[config.mk]
export PLATFORM = sky130hd
export DESIGN_NAME = debug_top
export DESIGN_NICKNAME = d
export VERILOG_FILES = /design/src/debug_pkg.sv /design/src/core_dbg_if.sv /design/src/debug_ctrl.sv /design/src/debug_top.sv /design/src/mini_core.sv /design/src/prog_mem.sv /design/src/tx_credit_fifo.sv
export SDC_FILE = /design/constraint.sdc
export NUM_CORES = 2
export LEC_CHECK = 0
export BUFFER_PORTS_ARGS = -buffer_cell sky130_fd_sc_hd__buf_2
export CAP_MARGIN = 15
export CELL_PAD_IN_SITES_DETAIL_PLACEMENT = 0
export CELL_PAD_IN_SITES_GLOBAL_PLACEMENT = 1
export CORE_MARGIN = 4
export CORE_UTILIZATION = 30
export DETAILED_ROUTE_END_ITERATION = 8
export PLACE_DENSITY_LB_ADDON = 0.1
export SETUP_SLACK_MARGIN = 0.1
export SYNTH_ARGS = -nofsm -noshare
export SYNTH_HDL_FRONTEND = slang
export SYNTH_SLANG_ARGS = --single-unit
[constraint.sdc]
create_clock -name i_clk -period 9.2 [get_ports i_clk]
set_input_delay 0.92 -clock i_clk [delete_from_list [all_inputs] [get_ports i_clk]]
set_output_delay 0.92 -clock i_clk [all_outputs]
set_load 0.1 [all_outputs]
[src/debug_pkg.sv]
package debug_pkg;

    // widths with a meaning
    typedef logic [31:0] word_t;      // data or instruction word
    typedef logic [2:0]  reg_addr_t;  // register file index
    typedef logic [5:0]  inst_addr_t; // instruction memory word address

    // sizes
    localparam int NUM_REGS    = 8;
    localparam int IMEM_DEPTH  = 64;
    localparam int DUMP_WORDS  = 9;  // r0..r7 then pc
    localparam int FIFO_DEPTH  = 4;
    localparam int CREDIT_INIT = 2;  // credits held after reset

    // host command words, ascii packed
    localparam word_t CMD_LOAD   = "\0lom";
    localparam word_t CMD_CONT   = "\0com";
    localparam word_t CMD_STEP   = "\0stm";
    localparam word_t CMD_NEXT   = "nxst";
    localparam word_t CMD_CANCEL = "clst";

    localparam word_t END_INSTR = 32'hffff_ffff; // program end marker

    // opcodes live in bits 31:28
    localparam logic [3:0] OP_ADDI = 4'h1;
    localparam logic [3:0] OP_ADD  = 4'h2;

    typedef enum logic [2:0] {
        S_IDLE,
        S_LOAD_WAIT,   // waiting for next program word
        S_LOAD_WRITE,  // memory write in flight
        S_CONT_RUN,    // free running until end marker
        S_STEP_WAIT,   // step mode, waiting for next/cancel
        S_STEP_EXEC,   // one cycle with halt released
        S_DUMP         // streaming state words into the fifo
    } dbg_state_t;

endpackage

[src/core_dbg_if.sv]
`timescale 1ns/1ns

interface core_dbg_if;
    import debug_pkg::*;

    logic       halt;        // core frozen while high
    logic       restart;     // one cycle pulse, pc back to 0
    reg_addr_t  reg_rd_addr; // register picked for the dump
    word_t      reg_rd_data; // comb read of that register
    inst_addr_t pc;
    logic       program_end; // word at pc is the end marker

    modport ctrl (
        output halt,
        output restart,
        output reg_rd_addr,
        input  reg_rd_data,
        input  pc,
        input  program_end
    );

    modport core (
        input  halt,
        input  restart,
        input  reg_rd_addr,
        output reg_rd_data,
        output pc,
        output program_end
    );

endinterface

[src/debug_ctrl.sv]
`timescale 1ns/1ns

module debug_ctrl (
    input  logic                i_clk,
    input  logic                i_reset,
    input  logic                i_rx_valid,
    input  debug_pkg::word_t    i_rx_data,
    core_dbg_if.ctrl            dbg,
    output logic                o_mem_wr_en,
    output debug_pkg::inst_addr_t o_mem_wr_addr,
    output debug_pkg::word_t    o_mem_wr_data,
    output logic                o_push,
    output debug_pkg::word_t    o_push_data,
    input  logic                i_fifo_full,
    output logic                o_busy
);
    import debug_pkg::*;

    dbg_state_t state;
    inst_addr_t load_addr;   // next memory slot to fill
    word_t      wr_data_q;   // captured program word
    logic       wr_en_q;
    logic       prog_ready;  // a complete program sits in memory
    logic       step_mode;   // dump returns to step wait instead of idle
    logic       restart_q;
    logic [$clog2(DUMP_WORDS)-1:0] dump_idx;

    logic dump_last;
    logic push_ok;

    // halt only drops while running or for the single step cycle
    assign dbg.halt    = !(state == S_CONT_RUN || state == S_STEP_EXEC);
    assign dbg.restart = restart_q;

    // dump reads the register file through the core
    assign dbg.reg_rd_addr = reg_addr_t'(dump_idx[2:0]);

    assign push_ok     = (state == S_DUMP) && !i_fifo_full;
    assign dump_last   = (dump_idx == DUMP_WORDS - 1);
    assign o_push      = push_ok;
    assign o_push_data = (dump_idx < NUM_REGS) ? dbg.reg_rd_data
                                               : word_t'(dbg.pc); // pc zero extended

    assign o_mem_wr_en   = wr_en_q;
    assign o_mem_wr_addr = load_addr;
    assign o_mem_wr_data = wr_data_q;

    assign o_busy = (state != S_IDLE);

    // program word latch
    always_ff @(posedge i_clk) begin
        if (state == S_LOAD_WAIT && i_rx_valid)
            wr_data_q <= i_rx_data;
    end

    always_ff @(posedge i_clk) begin
        if (i_reset) begin
            state      <= S_IDLE;
            load_addr  <= '0;
            wr_en_q    <= 1'b0;
            prog_ready <= 1'b0;
            step_mode  <= 1'b0;
            restart_q  <= 1'b0;
            dump_idx   <= '0;
        end else begin
            restart_q <= 1'b0; // pulses by default
            wr_en_q   <= 1'b0;

            case (state)
                S_IDLE: begin
                    if (i_rx_valid) begin
                        if (i_rx_data == CMD_LOAD) begin
                            prog_ready <= 1'b0; // old program no longer trusted
                            load_addr  <= '0;
                            state      <= S_LOAD_WAIT;
                        end else if (i_rx_data == CMD_CONT && prog_ready) begin
                            step_mode <= 1'b0;
                            state     <= S_CONT_RUN;
                        end else if (i_rx_data == CMD_STEP && prog_ready) begin
                            step_mode <= 1'b1;
                            state     <= S_STEP_WAIT;
                        end
                        // anything else is dropped
                    end
                end

                S_LOAD_WAIT: begin
                    if (i_rx_valid) begin
                        wr_en_q <= 1'b1; // write lands one cycle after valid
                        state   <= S_LOAD_WRITE;
                    end
                end

                S_LOAD_WRITE: begin
                    // memory takes the word on this edge
                    if (load_addr == inst_addr_t'(IMEM_DEPTH - 1))
                        load_addr <= '0;
                    else
                        load_addr <= load_addr + 1'b1;

                    if (wr_data_q == END_INSTR) begin
                        prog_ready <= 1'b1;
                        restart_q  <= 1'b1; // core starts fresh at pc 0
                        state      <= S_IDLE;
                    end else begin
                        state <= S_LOAD_WAIT;
                    end
                end

                S_CONT_RUN: begin
                    if (dbg.program_end) begin
                        dump_idx <= '0;
                        state    <= S_DUMP;
                    end
                end

                S_STEP_WAIT: begin
                    if (i_rx_valid) begin
                        if (i_rx_data == CMD_NEXT) begin
                            state <= S_STEP_EXEC;
                        end else if (i_rx_data == CMD_CANCEL) begin
                            step_mode <= 1'b0;
                            restart_q <= 1'b1;
                            state     <= S_IDLE;
                        end
                    end
                end

                S_STEP_EXEC: begin
                    // exactly one instruction retired on this edge
                    dump_idx <= '0;
                    state    <= S_DUMP;
                end

                S_DUMP: begin
                    if (push_ok) begin
                        dump_idx <= dump_idx + 1'b1;
                        if (dump_last) begin
                            dump_idx <= '0;
                            if (step_mode) begin
                                state <= S_STEP_WAIT;
                            end else begin
                                restart_q <= 1'b1; // rerun would start at pc 0
                                state     <= S_IDLE;
                            end
                        end
                    end
                    // full fifo just stalls the index
                end

                default: state <= S_IDLE;
            endcase
        end
    end

endmodule

[src/debug_top.sv]
`timescale 1ns/1ns

module debug_top (
    input  logic             i_clk,
    input  logic             i_reset,
    input  logic             i_rx_valid,
    input  debug_pkg::word_t i_rx_data,
    input  logic             i_tx_credit,
    output logic             o_tx_valid,
    output debug_pkg::word_t o_tx_data,
    output logic             o_halted,
    output logic             o_busy
);
    import debug_pkg::*;

    core_dbg_if dbg_if ();

    logic       mem_wr_en;
    inst_addr_t mem_wr_addr;
    word_t      mem_wr_data;
    inst_addr_t fetch_addr;
    word_t      fetch_data;
    logic       push;
    word_t      push_data;
    logic       fifo_full;

    assign o_halted = dbg_if.halt;

    debug_ctrl u_ctrl (
        .i_clk        (i_clk),
        .i_reset      (i_reset),
        .i_rx_valid   (i_rx_valid),
        .i_rx_data    (i_rx_data),
        .dbg          (dbg_if.ctrl),
        .o_mem_wr_en  (mem_wr_en),
        .o_mem_wr_addr(mem_wr_addr),
        .o_mem_wr_data(mem_wr_data),
        .o_push       (push),
        .o_push_data  (push_data),
        .i_fifo_full  (fifo_full),
        .o_busy       (o_busy)
    );

    prog_mem u_mem (
        .i_clk    (i_clk),
        .i_wr_en  (mem_wr_en),
        .i_wr_addr(mem_wr_addr),
        .i_wr_data(mem_wr_data),
        .i_rd_addr(fetch_addr),
        .o_rd_data(fetch_data)
    );

    mini_core u_core (
        .i_clk       (i_clk),
        .i_reset     (i_reset),
        .dbg         (dbg_if.core),
        .o_fetch_addr(fetch_addr),
        .i_fetch_data(fetch_data)
    );

    tx_credit_fifo u_fifo (
        .i_clk      (i_clk),
        .i_reset    (i_reset),
        .i_push     (push),
        .i_push_data(push_data),
        .o_full     (fifo_full),
        .i_credit   (i_tx_credit),
        .o_tx_valid (o_tx_valid),
        .o_tx_data  (o_tx_data)
    );

endmodule

[src/mini_core.sv]
`timescale 1ns/1ns

module mini_core (
    input  logic                  i_clk,
    input  logic                  i_reset,
    core_dbg_if.core              dbg,
    output debug_pkg::inst_addr_t o_fetch_addr,
    input  debug_pkg::word_t      i_fetch_data
);
    import debug_pkg::*;

    inst_addr_t pc;
    word_t      regs [NUM_REGS];

    // instruction fields
    logic [3:0] op;
    reg_addr_t  rd;
    reg_addr_t  rs;
    reg_addr_t  rt;
    word_t      imm_ext;

    logic  at_end;
    logic  retire;   // an instruction completes this cycle
    word_t result;
    logic  wr_en;

    assign op      = i_fetch_data[31:28];
    assign rd      = i_fetch_data[27:25];
    assign rs      = i_fetch_data[24:22];
    assign rt      = i_fetch_data[21:19];
    assign imm_ext = {{16{i_fetch_data[15]}}, i_fetch_data[15:0]}; // sign extend

    assign at_end = (i_fetch_data == END_INSTR);
    assign retire = !dbg.halt && !at_end;

    always_comb begin
        result = '0;
        wr_en  = 1'b0;
        case (op)
            OP_ADDI: begin
                result = regs[rs] + imm_ext;
                wr_en  = 1'b1;
            end
            OP_ADD: begin
                result = regs[rs] + regs[rt];
                wr_en  = 1'b1;
            end
            default: ; // unknown opcode is a nop
        endcase
    end

    always_ff @(posedge i_clk) begin
        if (i_reset) begin
            pc <= '0;
        end else if (dbg.restart) begin
            pc <= '0;            // registers keep their values
        end else if (retire) begin
            pc <= pc + 1'b1;     // pc freezes at the end marker
        end
    end

    always_ff @(posedge i_clk) begin
        if (i_reset) begin
            for (int i = 0; i < NUM_REGS; i++)
                regs[i] <= '0;
        end else if (retire && wr_en) begin
            regs[rd] <= result;  // r0 is an ordinary register here
        end
    end

    assign o_fetch_addr    = pc;
    assign dbg.pc          = pc;
    assign dbg.program_end = at_end;
    assign dbg.reg_rd_data = regs[dbg.reg_rd_addr]; // debug read port

endmodule

[src/prog_mem.sv]
`timescale 1ns/1ns

module prog_mem (
    input  logic                  i_clk,
    input  logic                  i_wr_en,
    input  debug_pkg::inst_addr_t i_wr_addr,
    input  debug_pkg::word_t      i_wr_data,
    input  debug_pkg::inst_addr_t i_rd_addr,
    output debug_pkg::word_t      o_rd_data
);
    import debug_pkg::*;

    word_t mem [IMEM_DEPTH]; // contents survive across runs

    always_ff @(posedge i_clk) begin
        if (i_wr_en)
            mem[i_wr_addr] <= i_wr_data;
    end

    // fetch path, no clock
    assign o_rd_data = mem[i_rd_addr];

endmodule

[src/tx_credit_fifo.sv]
`timescale 1ns/1ns

module tx_credit_fifo (
    input  logic             i_clk,
    input  logic             i_reset,
    input  logic             i_push,
    input  debug_pkg::word_t i_push_data,
    output logic             o_full,
    input  logic             i_credit,
    output logic             o_tx_valid,
    output debug_pkg::word_t o_tx_data
);
    import debug_pkg::*;

    word_t buf_mem [FIFO_DEPTH];
    logic [$clog2(FIFO_DEPTH)-1:0] wr_ptr;
    logic [$clog2(FIFO_DEPTH)-1:0] rd_ptr;
    logic [$clog2(FIFO_DEPTH+1)-1:0] count; // occupancy
    logic [7:0] credits;                     // words the host will still accept

    logic do_push;
    logic do_send;

    assign o_full  = (count == FIFO_DEPTH);
    assign do_push = i_push && !o_full;
    assign do_send = (count != 0) && (credits != 0); // one word per cycle max

    always_ff @(posedge i_clk) begin
        if (do_push)
            buf_mem[wr_ptr] <= i_push_data;
        if (do_send)
            o_tx_data <= buf_mem[rd_ptr];
    end

    always_ff @(posedge i_clk) begin
        if (i_reset) begin
            wr_ptr     <= '0;
            rd_ptr     <= '0;
            count      <= '0;
            credits    <= 8'(CREDIT_INIT);
            o_tx_valid <= 1'b0;
        end else begin
            o_tx_valid <= do_send;
            if (do_push)
                wr_ptr <= wr_ptr + 1'b1; // depth is a power of two, wraps itself
            if (do_send)
                rd_ptr <= rd_ptr + 1'b1;
            count   <= count + do_push - do_send;
            credits <= credits + i_credit - do_send; // grant and send together cancel
        end
    end

endmodule
# After elaboration in Yosys (flattened, before gate mapping)

Memories as Yosys holds them, arrays and structs flattened. A register that Yosys moved wholly into a read port is not among the register bits.
Cells that the tools add are included.

Reduce and logical (&&, ||, !) cells: 28
Equal/unequal tests: 32
Bitwise operators: 1
Magnitude comparators: 1
Mux-type cells: 62
Add/subtract/negate cells: 11

Operators by type and width:

| cell                                                               | number |
|---|---|
| 32-bit by 23-bit == test with 1-bit output (second input constant) | 3 |
| 32-bit adder                                                       | 2 |
| 32-bit by 31-bit == test with 1-bit output (second input constant) | 2 |
| 32-bit == test (second input constant)                             | 2 |
| 32-bit 2-to-1 mux                                                  | 2 |
| 32-bit case mux with 2 select lines                                | 1 |
| 3-bit 2-to-1 mux                                                   | 15 |
| 32-bit OR reduction                                                | 1 |
| 1-bit 2-to-1 mux                                                   | 30 |
| 6-bit 2-to-1 mux                                                   | 5 |
| 3-bit case mux with 7 select lines                                 | 1 |
| 6-bit by 1-bit adder with 6-bit output (second input constant)     | 2 |
| 3-bit == test (second input constant)                              | 4 |
| 4-bit 2-to-1 mux                                                   | 3 |
| 2-bit by 1-bit != test with 1-bit output (second input constant)   | 6 |
| 4-bit case mux with 3 select lines                                 | 1 |
| 6-bit case mux with 2 select lines                                 | 1 |
| 2-bit != test (second input constant)                              | 5 |
| 3-bit nonzero test                                                 | 3 |
| 8-bit by 1-bit adder with 8-bit output                             | 1 |
| 1-bit logical AND                                                  | 8 |
| 8-bit AND reduction                                                | 1 |
| 8-bit nonzero test                                                 | 1 |
| 8-bit by 1-bit subtractor with 8-bit output                        | 1 |
| 24 further kinds                                                   | 34 |

Register bits: 71
Bits of input ports: 36
Output and inout bits: 35
Bits in writable memories: 2432
Memories kept: 3

Memory list:

| memory         | depth | width | rd ports | clocked after Yosys merged registers in | write ports | RTL line             | text |
|---|---|---|---|---|---|---|---|
| u_mem.mem      | 64    | 32    | 1        | 1                                       | 1           | prog_mem.sv:13       | `word_t mem [IMEM_DEPTH];` |
| u_core.regs    | 8     | 32    | 3        | 1                                       | 8           | mini_core.sv:13      | `word_t regs [NUM_REGS];` |
| u_fifo.buf_mem | 4     | 32    | 1        | 1                                       | 1           | tx_credit_fifo.sv:15 | `word_t buf_mem [FIFO_DEPTH];` |

# Logic depth before layout (Yosys ltp)

Word-level depth: 9
Depth in mapped cells: 33
Gate-level depth less buffers: 24

# Cells and area by module

From an unflattened synthesis, not the netlist that was laid out.

Cells, all modules: 5138
Area, all modules: 104216.2 um^2

By module, submodules not included:

| module         | area an instance (um^2) | seq. area each (um^2) | cells each | times used |
|---|---|---|---|---|
| prog_mem       | 77874.7                 | 61499.0               | 3292       | 1 |
| mini_core      | 17066.4                 | 7807.5                | 1269       | 1 |
| tx_credit_fifo | 6595.1                  | 5124.9                | 316        | 1 |
| debug_ctrl     | 2680.1                  | 1301.2                | 261        | 1 |

# Worst setup path after synthesis

No wires, ideal clock.

Path type: reg2reg
Start point: register (tool-made name)
End point: memory u_core.regs[0][31] in the netlist's numbering (data pin)
Stages on the path, launching flop included: 30
Required time: 9.058 ns
Data arrival time: 6.787 ns
Path slack: 2.272 ns
Cell sequence: dfxtp_1 buf_6 buf_12 buf_6 buf_6 buf_4 buf_4 buf_4 buf_2 mux2i_1 a21oi_1 o211ai_1 o21ai_0 o31ai_1 clkbuf_1 buf_1 clkbuf_1 a21oi_1 mux2_2 ha_1 a2111oi_0 nand4b_1 a311o_1 a31oi_1 o21ai_0 a221o_1 a221o_1 a21oi_1 xnor3_1 nor2_1

RTL lines:

| item             | RTL line |
|---|---|
| end: declaration | mini_core.sv:13 |

==> impl_metrics.json <==
{
  "outcome": "complete, no violations",
  "pwr_density_cell_mw_per_mm2": 211.5,
  "routed_wl_um": 363900,
  "skew_ns": 0.03710,
  "worstSkewPairLatency_ns": 0.90,
  "grt_first_pass_wirelength_um": 497200,
  "required_ns": 9.93,
  "worst_path_most_repeated_cell": "buf_4",
  "drt_first_pass_iters": 5,
  "crit_path_top_delay_cell": "dfxtp_4",
  "worst_setup_path_end_kind": "flop",
  "drv_slew": 0,
  "finalCriticalPeriod_ns": 8.257,
  "cts.repair.resized": 0,
  "rows": 216,
  "clock_sink_count": 2544,
  "synth_seq_cells": 2544,
  "areaGrowthSynthToFinish_pct": 15.90,
  "postRouteAntennaNets": 0,
  "cts-root-buf": "clkbuf_16",
  "grt_usage": 0.1990,
  "critical_path_class": "flop to flop",
  "ys_warn_count": 0,
  "p_total_mw": 25.72,
  "final_cell_area_mm2": 0.1216,
  "final_common_cell": "edfxtp_1",
  "ys.flop_type": "edfxtp_1",
  "die_h_um": 599.4,
  "rsz0062_at_grt": "false",
  "syn_nets": 5801,
  "die_x_um": 599.4,
  "synth-async-reset-ratio": 0,
  "viasPerCell": 5.241,
  "num_io_pins": 71,
  "post_dp_cell_area_mm2": 0.1122,
  "swShare": 0.2317,
  "yosysSeqAreaShare": 0.7234,
  "final_nets": 6095,
  "crit_buf_inv": 5,
  "remaining_drc_errors": 0,
  "p_switching_mw": 5.961,
  "wl_per_cell_um": 33.65,
  "finalSetupViolations": 0,
  "gp_congestion": 0.7784,
  "syn_inst": 5710,
  "synth_area_mm2": 0.1049,
  "p_comb_frac": 0.051,
  "hp-class": "input pin to flop",
  "hold_slack_ns": 0.2217,
  "peakVddDrop_mv": 0.1916,
  "nFillCells": 32460,
  "start_util": 0.3022,
  "clk_pin_slew_ns": 0.06,
  "p_leak_nw": 37.46,
  "maxCapViolCount": 0,
  "drive_above_1_share": 0.2399,
  "post-route-period-util": 0.8975,
  "critPathLaunchType": "flop",
  "grt_pass1_vias": 58320,
  "die_area_mm2": 0.3593,
  "postCtsSetupRepairBufs": 0,
  "synth_edf_count": 2496,
  "path_delay_family": "compound AO/OA/AOI/OAI gates",
  "core_region_area_mm2": 0.3473,
  "worst_slew_pin_slew_ns": 1.117,
  "critPathArrivalTime_ns": 8.98,
  "avgSynthCellArea_um2": 18.38,
  "ctsHoldBuffers": 0,
  "utilization": 0.3502,
  "fmax_mhz": 121.1,
  "finalSetupTns_ns": 0,
  "max_stage_delay_ns": 0.87,
  "p_int_mw": 19.76,
  "yosysUniqueCellTypes": 88,
  "overflow": 0,
  "slew_headroom": 0.2553,
  "htreeDepth": 5,
  "drtIter0Drc": 5593,
  "finalHoldViolations": 0,
  "power_frac_seq": 0.502,
  "cts_inserted_buffers": 302,
  "layout_common_cells": "edfxtp_1 (2496), mux4_2 (548), nor2_1 (366)",
  "hpwl_um": 203800,
  "path_cells": "buf_12 > buf_4 > mux4_2 > mux2i_1 > o32ai_1 > o21a_1 > nor2_4 > buf_4 > mux2_2 > ha_1 > a2111oi_0 > buf_4 > nand4b_1 > a311o_1 > a31oi_1 > buf_4 > o21ai_0 > a221o_1 > a221o_1 > a21oi_1 > xnor3_1 > nor2_1",
  "crit_fanout": 45,
  "io_buffer_count": 70,
  "grt_max_degree": 129,
  "cts.path.max_buffers": 4,
  "clkPwrFrac": 0.447,
  "antenna_found_initial": 21,
  "vias": 56680,
  "cts_tree": "yes"
}
-- state kept, by name (all words and copies together), names as in the netlist, named ones only --
register and cells:
u_core.dbg.pc 6, u_core.regs 256, u_ctrl.dbg.restart 1, u_ctrl.dump_idx 4, u_ctrl.o_mem_wr_addr 6, u_ctrl.o_mem_wr_data 32, u_ctrl.o_mem_wr_en 1, u_ctrl.prog_ready 1
u_ctrl.state 3, u_ctrl.step_mode 1, u_fifo.buf_mem 128, u_fifo.count 3, u_fifo.credits 8, u_fifo.o_tx_data 32, u_fifo.o_tx_valid 1, u_fifo.rd_ptr 2
u_fifo.wr_ptr 2, u_mem.mem 2048
-- cell usage after synthesis, types with 9 or more instances --
cell type     n  area share
a221oi_1      9     0.00075
nand2_1     209      0.0075
nand4_1      47      0.0028
and2_1       12     0.00072
inv_1        41      0.0015
buf_6        22      0.0024
o21ai_0     120      0.0057
mux4_1       11      0.0028
buf_1        49      0.0018
a211oi_1    123      0.0088
o22ai_1      18      0.0011
nor3_1       26      0.0012
mux2i_1     307       0.029
nand2b_1     30      0.0018
a31oi_1      18      0.0011
nor2b_1     140      0.0083
clkbuf_1    127      0.0045
xor2_1       14      0.0012
dfxtp_1      48      0.0092
nand3_1      78      0.0037
mux2_2       80      0.0086
ha_1         52      0.0062
mux4_2      549        0.12
a22oi_1      37      0.0026
edfxtp_1   2496        0.71
xnor2_1      23      0.0019
a32oi_1      11     0.00092
nand4b_1     10     0.00083
a21o_1       15      0.0011
nand3b_1     11     0.00079
buf_2       113      0.0054
a21oi_1     194      0.0093
o211ai_1     31      0.0022
buf_4        25      0.0018
nor2_1      428       0.015
and3_1       17      0.0010
or3_1        11     0.00066
-- cell type report --
cell class              count  area (µm²)  area share
repair buffers            331        2643     0.02173
well taps                4578        5728     0.04710
clock inverters           150        1356     0.01115
flip-flops and latches   2544       75950      0.6245
multi-input cells        2780       27760      0.2283
inverters                  45       175.2    0.001440
clock buffers             383        7998     0.06576
diodes                      5       12.51   0.0001029
-- path summary, 6_finish.rpt --
check              startpoint                        to  slack [ns]  cells past startpoint
max                      flop        u_core.regs[2][31]        0.94                     22
max reg2reg              flop        u_core.regs[2][31]        0.94                     22
min reg2reg  u_ctrl.step_mode          u_ctrl.step_mode        0.50                      2
min             i_rx_data[21]  u_ctrl.o_mem_wr_data[21]        0.22                      1
-- power by group through the flow --
stage / registers [mW] / logic, mW / clock network, mW
5_1_grt: 12.9 / 1.39 / 12.3
4_1_cts: 12.9 / 1.34 / 11.8
3_5_place_dp: 13.2 / 1.34 / 0
3_3_place_gp: 13.2 / 1.33 / 0
6_report: 12.9 / 1.31 / 11.5
2_1_floorplan: 13.6 / 0.479 / 0
-- through the flow --
step	worst slack [ns]	instances
after floorplan	2.272	5710
after global placement	0.8921	10280
after detailed placement	0.8850	10280
after CTS	0.8262	10810
after global routing	0.5627	10810
final	0.9434	10820
-- worst reg2reg max path: stages (launching register included) --
cell       delay (ns)
dfxtp_4          0.87
buf_12           0.44
buf_4            0.45
mux4_2           0.55
mux2i_1          0.47
o32ai_1          0.19
o21a_1           0.29
nor2_4           0.61
buf_4            0.38
mux2_2           0.40
ha_1             0.26
a2111oi_0        0.48
buf_4            0.19
nand4b_1         0.09
a311o_1          0.33
a31oi_1          0.20
buf_4            0.15
o21ai_0          0.15
a221o_1          0.39
a221o_1          0.37
a21oi_1          0.15
xnor3_1          0.53
nor2_1           0.14
-- per-layer routing --
metal / track usage / part of all wire / vias up
met4: 0.04905 / 0.026 / 4
met5: 0 / 0.000093 / -
met3: 0.02524 / 0.042 / 417
met1: 0.2706 / 0.44 / 31000
met2: 0.3384 / 0.49 / 1431
li1: - / - / 23830
-- cells by family after synthesis --
family,after synthesis,synth area share
flip-flops,2544,0.7234
XOR/XNOR,38,0.003303
AND/OR/NAND/NOR,1066,0.04819
adder cells (fa/ha/maj),55,0.006772
AO/OA/AOI/OAI,674,0.04162
multiplexers,947,0.1584
buffers and inverters,386,0.01824
Note: power is estimated with default switching activity, not from simulation.
